===== src/debug_pkg.sv =====
`default_nettype none

package debug_pkg;

    typedef logic [31:0] word_t;        // core data word
    typedef logic [7:0]  byte_t;        // uart frame
    typedef logic [4:0]  reg_addr_t;    // register bank index
    typedef logic [3:0]  dmem_addr_t;   // data memory word index
    typedef logic [7:0]  imem_addr_t;   // instruction memory byte address

    localparam int NUM_REGS       = 32;
    localparam int NUM_DMEM_WORDS = 16;
    localparam int BYTES_PER_WORD = 4;

    localparam imem_addr_t INSTR_ADDR_STEP = 8'd4;
    localparam word_t      HALT_WORD       = 32'hffff_ffff;   // last word of a program load

    // command bytes, ascii
    localparam byte_t CMD_CONTINUOUS = 8'h63;  // 'c'
    localparam byte_t CMD_STEP       = 8'h73;  // 's'
    localparam byte_t CMD_NEXT       = 8'h6e;  // 'n'
    localparam byte_t CMD_LOAD       = 8'h64;  // 'd'

endpackage

`default_nettype wire

===== src/debug_unit.sv =====
`timescale 1ns/1ps
`default_nettype none

module debug_unit (
    input  logic                    i_clk,
    input  logic                    i_reset,
    input  logic                    i_uart_rx_flag_ready,
    input  debug_pkg::byte_t        i_uart_rx_data,
    input  logic                    i_uart_tx_done,
    input  logic                    i_halt,
    input  debug_pkg::word_t        i_mips_pc,
    input  debug_pkg::word_t        i_clk_wiz_count,
    input  debug_pkg::word_t        i_data_bankregisters,
    input  debug_pkg::word_t        i_data_mem,
    output logic                    o_uart_rx_reset,
    output logic                    o_flag_tx_ready,
    output debug_pkg::byte_t        o_uart_tx_data,
    output logic                    o_ctl_clk_wiz,
    output debug_pkg::reg_addr_t    o_select_addr_registers,
    output debug_pkg::dmem_addr_t   o_select_addr_memdata,
    output logic                    o_flag_instr_write,
    output debug_pkg::word_t        o_dato_mem_instruction,
    output debug_pkg::imem_addr_t   o_select_addr_mem_instr
);

    logic               load_byte_valid;
    debug_pkg::byte_t   load_byte;
    logic               load_end;
    logic               dump_start;
    logic               dump_done;
    logic               word_load;
    debug_pkg::word_t   word;
    logic               ser_busy;

    debug_command_ctrl u_command_ctrl (
        .i_clk                (i_clk),
        .i_reset              (i_reset),
        .i_uart_rx_flag_ready (i_uart_rx_flag_ready),
        .i_uart_rx_data       (i_uart_rx_data),
        .i_halt               (i_halt),
        .i_load_end           (load_end),
        .i_dump_done          (dump_done),
        .o_uart_rx_reset      (o_uart_rx_reset),
        .o_load_byte_valid    (load_byte_valid),
        .o_load_byte          (load_byte),
        .o_dump_start         (dump_start),
        .o_ctl_clk_wiz        (o_ctl_clk_wiz)
    );

    instr_word_assembler u_instr_word_assembler (
        .i_clk                   (i_clk),
        .i_reset                 (i_reset),
        .i_byte_valid            (load_byte_valid),
        .i_byte                  (load_byte),
        .o_flag_instr_write      (o_flag_instr_write),
        .o_dato_mem_instruction  (o_dato_mem_instruction),
        .o_select_addr_mem_instr (o_select_addr_mem_instr),
        .o_load_end              (load_end)
    );

    dump_sequencer u_dump_sequencer (
        .i_clk                   (i_clk),
        .i_reset                 (i_reset),
        .i_start                 (dump_start),
        .i_mips_pc               (i_mips_pc),
        .i_clk_wiz_count         (i_clk_wiz_count),
        .i_data_bankregisters    (i_data_bankregisters),
        .i_data_mem              (i_data_mem),
        .i_ser_busy              (ser_busy),
        .o_select_addr_registers (o_select_addr_registers),
        .o_select_addr_memdata   (o_select_addr_memdata),
        .o_word_load             (word_load),
        .o_word                  (word),
        .o_done                  (dump_done)
    );

    tx_word_serializer u_tx_word_serializer (
        .i_clk           (i_clk),
        .i_reset         (i_reset),
        .i_word_load     (word_load),
        .i_word          (word),
        .i_uart_tx_done  (i_uart_tx_done),
        .o_busy          (ser_busy),
        .o_flag_tx_ready (o_flag_tx_ready),
        .o_uart_tx_data  (o_uart_tx_data)
    );

endmodule

`default_nettype wire


===== src/tx_word_serializer.sv =====
`timescale 1ns/1ps
`default_nettype none

module tx_word_serializer (
    input  logic                i_clk,
    input  logic                i_reset,
    input  logic                i_word_load,
    input  debug_pkg::word_t    i_word,
    input  logic                i_uart_tx_done,
    output logic                o_busy,
    output logic                o_flag_tx_ready,
    output debug_pkg::byte_t    o_uart_tx_data
);

    typedef enum logic [1:0] {
        T_IDLE,
        T_OFFER,    // byte offered, uart not yet started
        T_WAIT      // uart busy with the byte
    } state_t;

    state_t                                       state;
    debug_pkg::word_t                             word_q;
    logic [$clog2(debug_pkg::BYTES_PER_WORD)-1:0] byte_cnt;
    logic                                         last_byte;

    assign last_byte      = (byte_cnt == $bits(byte_cnt)'(debug_pkg::BYTES_PER_WORD - 1));
    assign o_busy         = (state != T_IDLE);
    assign o_uart_tx_data = word_q[$bits(debug_pkg::word_t)-1 -: $bits(debug_pkg::byte_t)];

    always_ff @(posedge i_clk) begin
        if (i_reset) begin
            state           <= T_IDLE;
            byte_cnt        <= '0;
            o_flag_tx_ready <= 1'b0;
        end else begin
            case (state)
                T_IDLE: begin
                    if (i_word_load) begin
                        byte_cnt        <= '0;
                        o_flag_tx_ready <= 1'b1;
                        state           <= T_OFFER;
                    end
                end
                T_OFFER: begin
                    if (!i_uart_tx_done) begin
                        o_flag_tx_ready <= 1'b0;
                        state           <= T_WAIT;
                    end
                end
                T_WAIT: begin
                    if (i_uart_tx_done) begin
                        if (last_byte) begin
                            state <= T_IDLE;
                        end else begin
                            byte_cnt        <= byte_cnt + 1'b1;
                            o_flag_tx_ready <= 1'b1;
                            state           <= T_OFFER;
                        end
                    end
                end
                default: state <= T_IDLE;
            endcase
        end
    end

    always_ff @(posedge i_clk) begin
        if (state == T_IDLE && i_word_load) begin
            word_q <= i_word;
        end else if (state == T_WAIT && i_uart_tx_done && !last_byte) begin
            word_q <= word_q << $bits(debug_pkg::byte_t);   // next byte to the top
        end
    end

    a_tx_data_stable: assert property (
        @(posedge i_clk) disable iff (i_reset)
        (o_flag_tx_ready && $past(o_flag_tx_ready)) |-> $stable(o_uart_tx_data)
    );

endmodule

`default_nettype wire


===== src/dump_sequencer.sv =====
`timescale 1ns/1ps
`default_nettype none

module dump_sequencer (
    input  logic                    i_clk,
    input  logic                    i_reset,
    input  logic                    i_start,
    input  debug_pkg::word_t        i_mips_pc,
    input  debug_pkg::word_t        i_clk_wiz_count,
    input  debug_pkg::word_t        i_data_bankregisters,
    input  debug_pkg::word_t        i_data_mem,
    input  logic                    i_ser_busy,
    output debug_pkg::reg_addr_t    o_select_addr_registers,
    output debug_pkg::dmem_addr_t   o_select_addr_memdata,
    output logic                    o_word_load,
    output debug_pkg::word_t        o_word,
    output logic                    o_done
);

    typedef enum logic [2:0] {
        S_IDLE,
        S_PC,
        S_CYCLES,
        S_REGS,
        S_MEM,
        S_DRAIN
    } state_t;

    state_t state;
    logic   can_load;
    logic   last_reg;
    logic   last_mem;

    // busy rises one cycle late, so a pending strobe also blocks
    assign can_load = !i_ser_busy && !o_word_load;
    assign last_reg = (o_select_addr_registers ==
                       debug_pkg::reg_addr_t'(debug_pkg::NUM_REGS - 1));
    assign last_mem = (o_select_addr_memdata ==
                       debug_pkg::dmem_addr_t'(debug_pkg::NUM_DMEM_WORDS - 1));

    always_ff @(posedge i_clk) begin
        if (i_reset) begin
            state                   <= S_IDLE;
            o_select_addr_registers <= '0;
            o_select_addr_memdata   <= '0;
            o_word_load             <= 1'b0;
            o_done                  <= 1'b0;
        end else begin
            o_word_load <= 1'b0;
            o_done      <= 1'b0;
            case (state)
                S_IDLE: begin
                    if (i_start) begin
                        state <= S_PC;
                    end
                end
                S_PC: begin
                    if (can_load) begin
                        o_word_load <= 1'b1;
                        state       <= S_CYCLES;
                    end
                end
                S_CYCLES: begin
                    if (can_load) begin
                        o_word_load <= 1'b1;
                        state       <= S_REGS;
                    end
                end
                S_REGS: begin
                    if (can_load) begin
                        o_word_load             <= 1'b1;
                        o_select_addr_registers <= o_select_addr_registers + 1'b1;  // wraps to 0
                        if (last_reg) begin
                            state <= S_MEM;
                        end
                    end
                end
                S_MEM: begin
                    if (can_load) begin
                        o_word_load           <= 1'b1;
                        o_select_addr_memdata <= o_select_addr_memdata + 1'b1;
                        if (last_mem) begin
                            state <= S_DRAIN;
                        end
                    end
                end
                S_DRAIN: begin
                    if (can_load) begin     // last byte has left the serializer
                        o_done <= 1'b1;
                        state  <= S_IDLE;
                    end
                end
                default: state <= S_IDLE;
            endcase
        end
    end

    always_ff @(posedge i_clk) begin
        if (can_load) begin
            case (state)
                S_PC:     o_word <= i_mips_pc;
                S_CYCLES: o_word <= i_clk_wiz_count;
                S_REGS:   o_word <= i_data_bankregisters;
                S_MEM:    o_word <= i_data_mem;
                default:  o_word <= o_word;
            endcase
        end
    end

    a_load_when_idle: assert property (
        @(posedge i_clk) disable iff (i_reset)
        o_word_load |-> !i_ser_busy
    );

endmodule

`default_nettype wire


===== src/instr_word_assembler.sv =====
`timescale 1ns/1ps
`default_nettype none

module instr_word_assembler (
    input  logic                    i_clk,
    input  logic                    i_reset,
    input  logic                    i_byte_valid,
    input  debug_pkg::byte_t        i_byte,
    output logic                    o_flag_instr_write,
    output debug_pkg::word_t        o_dato_mem_instruction,
    output debug_pkg::imem_addr_t   o_select_addr_mem_instr,
    output logic                    o_load_end
);

    logic [$clog2(debug_pkg::BYTES_PER_WORD)-1:0] byte_cnt;
    logic                                         last_byte;

    assign last_byte = (byte_cnt == $bits(byte_cnt)'(debug_pkg::BYTES_PER_WORD - 1));

    always_ff @(posedge i_clk) begin
        if (i_reset) begin
            byte_cnt                <= '0;
            o_flag_instr_write      <= 1'b0;
            o_select_addr_mem_instr <= '0;
            o_load_end              <= 1'b0;
        end else begin
            o_flag_instr_write <= 1'b0;
            o_load_end         <= 1'b0;
            if (i_byte_valid) begin
                byte_cnt <= last_byte ? '0 : byte_cnt + 1'b1;
                if (last_byte) begin
                    o_flag_instr_write <= 1'b1;     // word complete
                end
            end
            if (o_flag_instr_write) begin
                if (o_dato_mem_instruction == debug_pkg::HALT_WORD) begin
                    o_select_addr_mem_instr <= '0;      // next load starts over
                    o_load_end              <= 1'b1;
                end else begin
                    o_select_addr_mem_instr <= o_select_addr_mem_instr
                                               + debug_pkg::INSTR_ADDR_STEP;
                end
            end
        end
    end

    // msb arrives first
    always_ff @(posedge i_clk) begin
        if (i_byte_valid) begin
            o_dato_mem_instruction <= {
                o_dato_mem_instruction[$bits(debug_pkg::word_t)-$bits(debug_pkg::byte_t)-1:0],
                i_byte
            };
        end
    end

    a_write_single_cycle: assert property (
        @(posedge i_clk) disable iff (i_reset)
        o_flag_instr_write |=> !o_flag_instr_write
    );

endmodule

`default_nettype wire


===== src/debug_command_ctrl.sv =====
`timescale 1ns/1ps
`default_nettype none

module debug_command_ctrl (
    input  logic                 i_clk,
    input  logic                 i_reset,
    input  logic                 i_uart_rx_flag_ready,
    input  debug_pkg::byte_t     i_uart_rx_data,
    input  logic                 i_halt,
    input  logic                 i_load_end,
    input  logic                 i_dump_done,
    output logic                 o_uart_rx_reset,
    output logic                 o_load_byte_valid,
    output debug_pkg::byte_t     o_load_byte,
    output logic                 o_dump_start,
    output logic                 o_ctl_clk_wiz
);

    typedef enum logic [2:0] {
        ST_IDLE,
        ST_CONT,
        ST_STEP,
        ST_LOAD,
        ST_DUMP
    } state_t;

    state_t state;
    logic   step_pulse;     // single clock enable in step mode
    logic   ret_step;       // go back to step mode once the dump is out
    logic   can_accept;
    logic   accept;

    always_comb begin
        case (state)
            ST_IDLE: can_accept = 1'b1;
            ST_STEP: can_accept = !step_pulse && !i_halt;
            ST_LOAD: can_accept = !i_load_end;
            default: can_accept = 1'b0;     // bytes wait in the uart
        endcase
    end

    assign accept = i_uart_rx_flag_ready && !o_uart_rx_reset && can_accept;

    // halt freezes the core at once
    assign o_ctl_clk_wiz = ((state == ST_CONT) || step_pulse) && !i_halt;

    always_ff @(posedge i_clk) begin
        if (i_reset) begin
            state             <= ST_IDLE;
            o_uart_rx_reset   <= 1'b1;
            o_load_byte_valid <= 1'b0;
            o_dump_start      <= 1'b0;
            step_pulse        <= 1'b0;
            ret_step          <= 1'b0;
        end else begin
            o_uart_rx_reset   <= accept;    // one cycle ack, uart drops its flag
            o_load_byte_valid <= 1'b0;
            o_dump_start      <= 1'b0;
            case (state)
                ST_IDLE: begin
                    if (accept) begin
                        case (i_uart_rx_data)
                            debug_pkg::CMD_CONTINUOUS: state <= ST_CONT;
                            debug_pkg::CMD_STEP:       state <= ST_STEP;
                            debug_pkg::CMD_LOAD:       state <= ST_LOAD;
                            default:                   state <= ST_IDLE;
                        endcase
                    end
                end
                ST_CONT: begin
                    if (i_halt) begin
                        ret_step     <= 1'b0;
                        o_dump_start <= 1'b1;
                        state        <= ST_DUMP;
                    end
                end
                ST_STEP: begin
                    if (i_halt) begin
                        step_pulse   <= 1'b0;
                        ret_step     <= 1'b0;
                        o_dump_start <= 1'b1;
                        state        <= ST_DUMP;
                    end else if (step_pulse) begin
                        step_pulse   <= 1'b0;
                        ret_step     <= 1'b1;
                        o_dump_start <= 1'b1;
                        state        <= ST_DUMP;
                    end else if (accept && i_uart_rx_data == debug_pkg::CMD_NEXT) begin
                        step_pulse   <= 1'b1;
                    end
                end
                ST_LOAD: begin
                    o_load_byte_valid <= accept;
                    if (i_load_end) begin
                        state <= ST_IDLE;
                    end
                end
                ST_DUMP: begin
                    if (i_halt) begin
                        ret_step <= 1'b0;   // core stopped during the step
                    end
                    if (i_dump_done) begin
                        state <= (ret_step && !i_halt) ? ST_STEP : ST_IDLE;
                    end
                end
                default: state <= ST_IDLE;
            endcase
        end
    end

    always_ff @(posedge i_clk) begin
        if (accept) begin
            o_load_byte <= i_uart_rx_data;
        end
    end

    // the loader and the dump never overlap
    a_no_dump_in_load: assert property (
        @(posedge i_clk) disable iff (i_reset)
        (state == ST_LOAD) |-> !o_dump_start && !i_dump_done
    );

endmodule

`default_nettype wire


===== config.mk =====
export PLATFORM = sky130hd
export DESIGN_NAME = debug_unit
export DESIGN_NICKNAME = d
export VERILOG_FILES = /design/src/debug_pkg.sv /design/src/debug_unit.sv /design/src/tx_word_serializer.sv /design/src/dump_sequencer.sv /design/src/instr_word_assembler.sv /design/src/debug_command_ctrl.sv
export SDC_FILE = /design/constraint.sdc
export NUM_CORES = 1
export LEC_CHECK = 0
export ABC_CLOCK_PERIOD_IN_PS = 9670
export BUFFER_PORTS_ARGS = -buffer_cell sky130_fd_sc_hd__buf_2
export CORE_MARGIN = 2
export CORE_UTILIZATION = 55
export CTS_CLUSTER_SIZE = 25
export DETAILED_ROUTE_END_ITERATION = 12
export PLACE_DENSITY_LB_ADDON = 0.12
export SLEW_MARGIN = 20
export SYNTH_ARGS = -nofsm -noshare
export SYNTH_HDL_FRONTEND = slang
export SYNTH_HIERARCHICAL = 1
export SYNTH_SLANG_ARGS = --single-unit
export TNS_END_PERCENT = 10

===== constraint.sdc =====
create_clock -name i_clk -period 9.67 [get_ports i_clk]
set_clock_uncertainty 0.1 [all_clocks]
set_input_delay 0.4835 -clock i_clk [delete_from_list [all_inputs] [get_ports i_clk]]
set_output_delay 0.4835 -clock i_clk [all_outputs]
set_load 0.05 [all_outputs]

==> impl_metrics.toml, run 1 <==
[run_status]
outcome = "completed"

[route]
drt_first_pass_iters = 5
routed_via_density = 5.80
totalWireLength_um = 15300
drcViolationCount = 0
antenna_left = 0
drt_iter0_drc = 513
post_drt_wl_per_cell_um = 16.8
num_vias = 5287

[pwr]
power_switching_w = 0.000289
p_int_w = 0.00101
power.total_w = 0.00130
clkPwrFrac_pct = 46.2
switching_share_pct = 22.3
vdd_drop_max_mv = 0.119
comb_power_share_pct = 3.9
seq_power_share_pct = 49.9
power.density_nw_per_um2 = 162
p_leak_nw = 3.25

[cts]
cts_tree = "done"
clk_latency_ps = 410
cts_setup_buffers = 0
cts_resized = 0
cts_made_buffers = 17
htree_levels = 4
path_clk_slew_ps = 60
cts-root-buf = "clkbuf_16"
ctsHoldBuffers = 0
clk_path_buf_depth = 2
cts_sinks = 141

[setup_path]
r2r_end = "u_dump_sequencer/o_word[19]$_DFFE_PP_"
required_ps = 9710
critPathLaunchType = "flip-flop"
end_kind = "flip-flop"
path_class = "flip-flop to flip-flop"
slowest_stage = "clkinv_1"
arrival_ps = 2600
reg2reg_slack_ps = 7110
path_max_fanout = 33
critical_path.max_stage_delay_ps = 940
startpoint = "u_dump_sequencer/state[1]$_SDFFE_PP0P_"
crit_chain = "clkinv_1 -> a221oi_1 -> o21ai_0"
rr_startpoint = "u_dump_sequencer/state[1]$_SDFFE_PP0P_"
ff2ff_path_depth = 3

[placement]
post-place-ws_ps = 7420
dp.cells = 880
gp_congestion = 0.833
place_hpwl_um = 10500
port_buffers = 199
place_area_um2 = 7450

[grt]
grt_pass1_wl_um = 24500
track_usage_pct = 24.3
grt_overflow_total = 0
grt_max_degree = 42
antenna_found_initial = 0
grt_pass1_vias = 5123

[sta]
fin_crit_sh_pct = 26.5
hold_violations = 0
maxSlewViolCount = 0
setup_viol_count_final = 0
layout_setup_ws_ps = 7110
worst_pin_slew_ps = 1050
relSlewSlack_pct = 29.2
max_clock_freq_mhz = 391
rsz0062_at_grt = "false"
finalCriticalPeriod_ps = 2560
tns_ps = 0

[logic_synthesis]
yosys.area.top_type_share_pct = 48.4
synth-edff-count = 104
yosysTopAreaCell = "edfxtp_1"
synth_area_leaders = "edfxtp_1, dfxtp_1, a221oi_1"
postSynthCellCount = 579
synth.avg_cell_area_um2 = 11.1
synthFlopType = "edfxtp_1"
synth-seq-cells = 141
synth_area_um2 = 6450
yosysSeqAreaShare_pct = 59.9
ys_warn_count = 6
synthArstFlopShare_pct = 0
synth_cell_types = 54

[flow_run]
maxCapViolCount = 0

[layout]
final_area_um2 = 8010
finalNetCount = 903
fill_cells = 832
layout_common_cells = "buf_2, nand2_1, edfxtp_1"
drive_above_1_share_pct = 33.3
fin_cells = 912
syn_to_final_growth_pct = 24.2
final_common_cell = "buf_2"
antennaDiodeCount = 0

[floorplan]
core_um2 = 11400
initial_core_util_pct = 56.5
die_w_um = 112
dieArea_um2 = 12600
fp-row-count = 39
die_y_um = 112
pin_count = 202

[min_path]
whs_path_depth = 1
hold_class = "input pin to flip-flop"
holdCritStartpoint = "i_uart_rx_data[5]"
whs_endpoint = "u_command_ctrl/o_load_byte[5]$_DFFE_PP_"
[worst max path at each step]
| stage | to | slack, ps | cells past startpoint |
|---|---|---|---|
| floorplan | u_dump_sequencer/o_word[0]$_DFFE_PP_ | 6060 | 4 |
| global placement | u_dump_sequencer/o_word[3]$_DFFE_PP_ | 7490 | 4 |
| detailed placement | u_dump_sequencer/o_word[10]$_DFFE_PP_ | 7420 | 4 |
| CTS | u_dump_sequencer/o_word[10]$_DFFE_PP_ | 7410 | 4 |
| global route | u_dump_sequencer/o_word[4]$_DFFE_PP_ | 6870 | 3 |
| finish | u_dump_sequencer/o_word[19]$_DFFE_PP_ | 7110 | 3 |
[critical path: cells and delay by family (launching register included)]
| family | cells | cell delay [ps] |
|---|---|---|
| flops | 1 | 560 |
| compound gates | 2 | 690 |
| buf+inv | 1 | 940 |
[cells in the mapped netlist (all sizes together), types with 2 or more instances]
| library cell | instances |
|---|---|
| nand2b | 7 |
| nand4 | 12 |
| or2 | 2 |
| dfxtp | 37 |
| or4 | 4 |
| or3 | 4 |
| nor4 | 2 |
| xor2 | 4 |
| nor2 | 17 |
| a21oi | 15 |
| nand3 | 11 |
| inv | 6 |
| nand2 | 117 |
| xnor2 | 4 |
| a221oi | 64 |
| and3 | 2 |
| or3b | 3 |
| mux2i | 4 |
| mux2 | 2 |
| o21ai | 43 |
| nand4b | 4 |
| clkbuf | 24 |
| nor3 | 14 |
| nor3b | 3 |
| nor2b | 7 |
| o31ai | 6 |
| and2 | 9 |
| edfxtp | 104 |
| ha | 6 |
| nand3b | 4 |
| buf | 26 |
[metal layers]
metal  GRT usage, %  vias to the layer above  routed length [µm]
li1               -                     2554                   -
met1           33.1                     2498                6600
met2           39.6                      220                7570
met3           4.91                       15                1030
met4           7.56                        0                 145
met5              0                        -                   0
[power by group through the flow]
stage / clock, W / sequential [W] / combinational (W)
floorplan: 0 / 0.000661 / 0.0000145
global placement: 0 / 0.000660 / 0.0000490
detailed placement: 0 / 0.000660 / 0.0000503
CTS: 0.000610 / 0.000647 / 0.0000507
global route: 0.000638 / 0.000647 / 0.0000566
finish: 0.000600 / 0.000647 / 0.0000508
[cells by family (layout without fill, tap and decap cells)]
family	Yosys count	count (layout)	synth area share, %
compound gates	136	136	15.1
xor+xnor	8	8	1.09
fa+ha+maj	6	6	1.16
buf+inv	56	245	4.42
flops	141	141	59.9
mux	6	6	0.970
other cells	1	2	0.0581
simple gates	225	225	17.3
[metrics by stage]
step | utilization (%) | hold WS (ps)
6_report | 70.1 | 171
2_1_floorplan | - | 300
4_1_cts | 70.1 | 159
3_5_place_dp | 65.3 | 305
3_3_place_gp | 65.3 | 302
5_1_grt | 70.1 | 159
[state kept, by name (all words and copies together) (netlist names), 2 cells and up]
name,cells
u_dump_sequencer/o_select_addr_memdata,4
u_instr_word_assembler/o_select_addr_mem_instr,6
u_dump_sequencer/state,3
u_command_ctrl/state,3
u_tx_word_serializer/byte_cnt,2
u_dump_sequencer/o_select_addr_registers,5
u_instr_word_assembler/byte_cnt,2
u_command_ctrl/o_load_byte,8
u_dump_sequencer/o_word,32
u_instr_word_assembler/o_dato_mem_instruction,32
u_tx_word_serializer/word_q,32
u_tx_word_serializer/state,2
[area by class of cell]
type / instances / area [µm²] / area share [%]
Clock buffer: 17 / 425 / 5.31
Sequential cell: 141 / 3860 / 48.3
Inverter: 6 / 22.5 / 0.281
Multi-Input combinational cell: 383 / 2330 / 29.1
Tap cell: 143 / 179 / 2.23
Clock inverter: 15 / 128 / 1.59
Timing Repair Buffer: 207 / 1060 / 13.2
Power figures use the tool's default switching activity.
==> run 2, diff against run 1 <==
- ABC_AREA: default -> 1
- ABC_CLOCK_PERIOD_IN_PS: 9670 -> 2500
- CORE_UTILIZATION: 55 -> 52
- clock period: 9.67 -> 2.5 ns (I/O delays scaled with it)
==> run 2 against run 1 <==
Hold slack got worse by 130 ps. First-iteration DRC count fell by 7.6%. Synthesized cell count up 27%. Die area increased by 12%. Global-route usage fell by 0.95 points. Power grew to 7.1 times the previous value. Flip-flop and latch count unchanged. Final cell count rose by 30%. Critical endpoint is now u_dump_sequencer/o_word[12]$_DFFE_PP_.
==> impl_metrics.toml, run 2 <==
[sta]
worst_pin_slew_ps = 547
finalCriticalPeriod_ps = 2330
hold_violations = 0
rsz0062_at_grt = "false"
max_clock_freq_mhz = 428
tns_ps = 0
setup_viol_count_final = 0
maxSlewViolCount = 0
relSlewSlack_pct = 63.5
fin_crit_sh_pct = 93.4

[setup_path]
slowest_stage = "dlygate4sd3_1"
critPathMostFrequentCell = "inv_2"
path_max_fanout = 32
path_class = "flip-flop to flip-flop"
end_kind = "flip-flop"
crit_chain = "inv_2 -> nand2_1 -> inv_2 -> nand2_2 -> inv_2 -> nand2_1 -> nand4_1 -> dlygate4sd3_1"
arrival_ps = 2390
critPathLaunchType = "flip-flop"
required_ps = 2550
critical_path.max_stage_delay_ps = 590

[logic_synthesis]
synth_cell_types = 37
synth_area_um2 = 6830
synthFlopType = "edfxtp_1"
synth-edff-count = 104
yosysSeqAreaShare_pct = 56.5
synthArstFlopShare_pct = 0
yosys.area.top_type_share_pct = 45.7
synth.avg_cell_area_um2 = 9.31
synth-seq-cells = 141
ys_warn_count = 6
yosysTopAreaCell = "edfxtp_1"
synthTopCellsByCount = "nand2_1, edfxtp_1, nor2_1"
yosysMostFrequentCell = "nand2_1"
synth_area_leaders = "edfxtp_1, nand2_1, dfxtp_1"
postSynthCellCount = 734

[route]
drt_first_pass_iters = 7
num_vias = 6045
drt_iter0_drc = 474
totalWireLength_um = 16700
routed_via_density = 5.10
post_drt_wl_per_cell_um = 14.1
drcViolationCount = 0
antenna_left = 0

[cts]
cts-root-buf = "clkbuf_16"
cts_sinks = 141
cts_tree = "done"
htree_levels = 4
clk_path_buf_depth = 2
clk_latency_ps = 410
cts_made_buffers = 17
path_clk_slew_ps = 60

[min_path]
hold_class = "input pin to flip-flop"

[layout]
finalNetCount = 1147
syn_to_final_growth_pct = 34.2
drive_above_1_share_pct = 29.7
antennaDiodeCount = 0
fin_util_pct = 72.0
final_common_cell = "nand2_1"
reg.largest.list = "u_dump_sequencer/o_word: 32 flops, u_instr_word_assembler/o_dato_mem_instruction: 32 flops, u_tx_word_serializer/word_q: 32 flops"
layout_common_cells = "nand2_1, buf_2, edfxtp_1"
fin_cells = 1185

[grt]
grt_pass1_wl_um = 26100
grt_pass1_vias = 5657
track_usage_pct = 23.3
antenna_found_initial = 0
grt_max_degree = 37
grt_overflow_total = 0

[placement]
place_hpwl_um = 11700
port_buffers = 199
gp_congestion = 0.883
dp.cells = 1078

[run_status]
outcome = "completed"

[floorplan]
die_y_um = 119
fp-row-count = 41
core_um2 = 12700
die_w_um = 119
initial_core_util_pct = 53.7
dieArea_um2 = 14100
pin_count = 202

[pwr]
p_leak_nw = 4.09
power.total_w = 0.00924
vdd_drop_max_mv = 0.598
power.density_nw_per_um2 = 1010

[flow_run]
maxCapViolCount = 0
-- run 2: cell count changes after synthesis, sizes merged, moves of 9 or more --
cell / before / now
and2: 9 / 0
a221oi: 64 / 0
o21ai: 43 / 14
nand4: 12 / 37
nand3: 11 / 65
nand2: 117 / 260
inv: 6 / 63
clkbuf: 24 / 0
nor2: 17 / 83
-- run 2: where the power goes --
group / leakage [nW] / total [W] / internal, W / switching [W]
clock: 0.286 / 0.00241 / 0.00152 / 0.000899
combinational: 2.54 / 0.00310 / 0.00111 / 0.00199
sequential: 1.26 / 0.00373 / 0.00344 / 0.000289
total: 4.09 / 0.00924 / 0.00607 / 0.00318
-- run 2: worst max-delay path, delay by kind of cell, from the launching register on --
kind	cells	cell delay, ps
buffers and inverters	4	960
DFF	1	560
and+or+nand+nor	4	450
-- run 2: final timing paths --
check / slack [ps] / from / endpoint / depth (start not counted)
worst max register to register: 170 / u_dump_sequencer/state[2]$_SDFFE_PP0P_ / u_dump_sequencer/o_word[12]$_DFFE_PP_ / 8
worst min-delay path: 40 / i_reset / u_command_ctrl/step_pulse$_SDFFE_PP0N_ / 2
worst max-delay path: 170 / u_dump_sequencer/state[2]$_SDFFE_PP0P_ / u_dump_sequencer/o_word[12]$_DFFE_PP_ / 8
worst min register to register: 320 / u_command_ctrl/o_load_byte[5]$_DFFE_PP_ / u_instr_word_assembler/o_dato_mem_instruction[5]$_DFFE_PP_ / 0
-- run 2: metrics by stage --
step / instance area, µm² / hold WS [ps] / worst slack [ps]
after global placement: 7830 / 222 / 651
after detailed placement: 7830 / 220 / 601
after floorplan: 6840 / 87.4 / 271
after global routing: 9170 / 46.4 / 73.3
final: 9170 / 41.6 / 166
after CTS: 9160 / 19.4 / 107
-- run 2: per-layer routing --
| metal | global-route usage, % | part of all wire [%] | up-vias |
|---|---|---|---|
| met2 | 38.9 | 49 | 259 |
| met1 | 29.8 | 42 | 2787 |
| met5 | 0 | 0 | - |
| met4 | 8.56 | 1.9 | 0 |
| met3 | 5.16 | 6.6 | 35 |
| li1 | - | - | 2964 |
-- run 2: cell type report --
class                           instances  area (µm²)
Timing Repair Buffer                  278        1780
Clock inverter                         11         118
Clock buffer                           21         460
Fill cell                             959        3560
Inverter                               63         246
Tap cell                              172         215
Multi-Input combinational cell        499        2480
Sequential cell                       141        3860
-- run 2: kinds of logic after synthesis --
logic type      count (synthesis)  share of synthesized area [%]
compound gates                 32                           2.56
xor+xnor                        3                          0.385
fa+ha+maj                       6                           1.10
buf+inv                        95                           7.21
flops                         141                           56.5
mux                             1                          0.146
other cells                     1                         0.0549
simple gates                  455                           32.0
-- run 2: what timing repair did --
item	4_1_cts	5_1_grt
resized for setup	0	1
endpoints found under the setup margin	0	3
buffers inserted	0	0
hold buffers	75	0
endpoints found under the hold margin	43	0
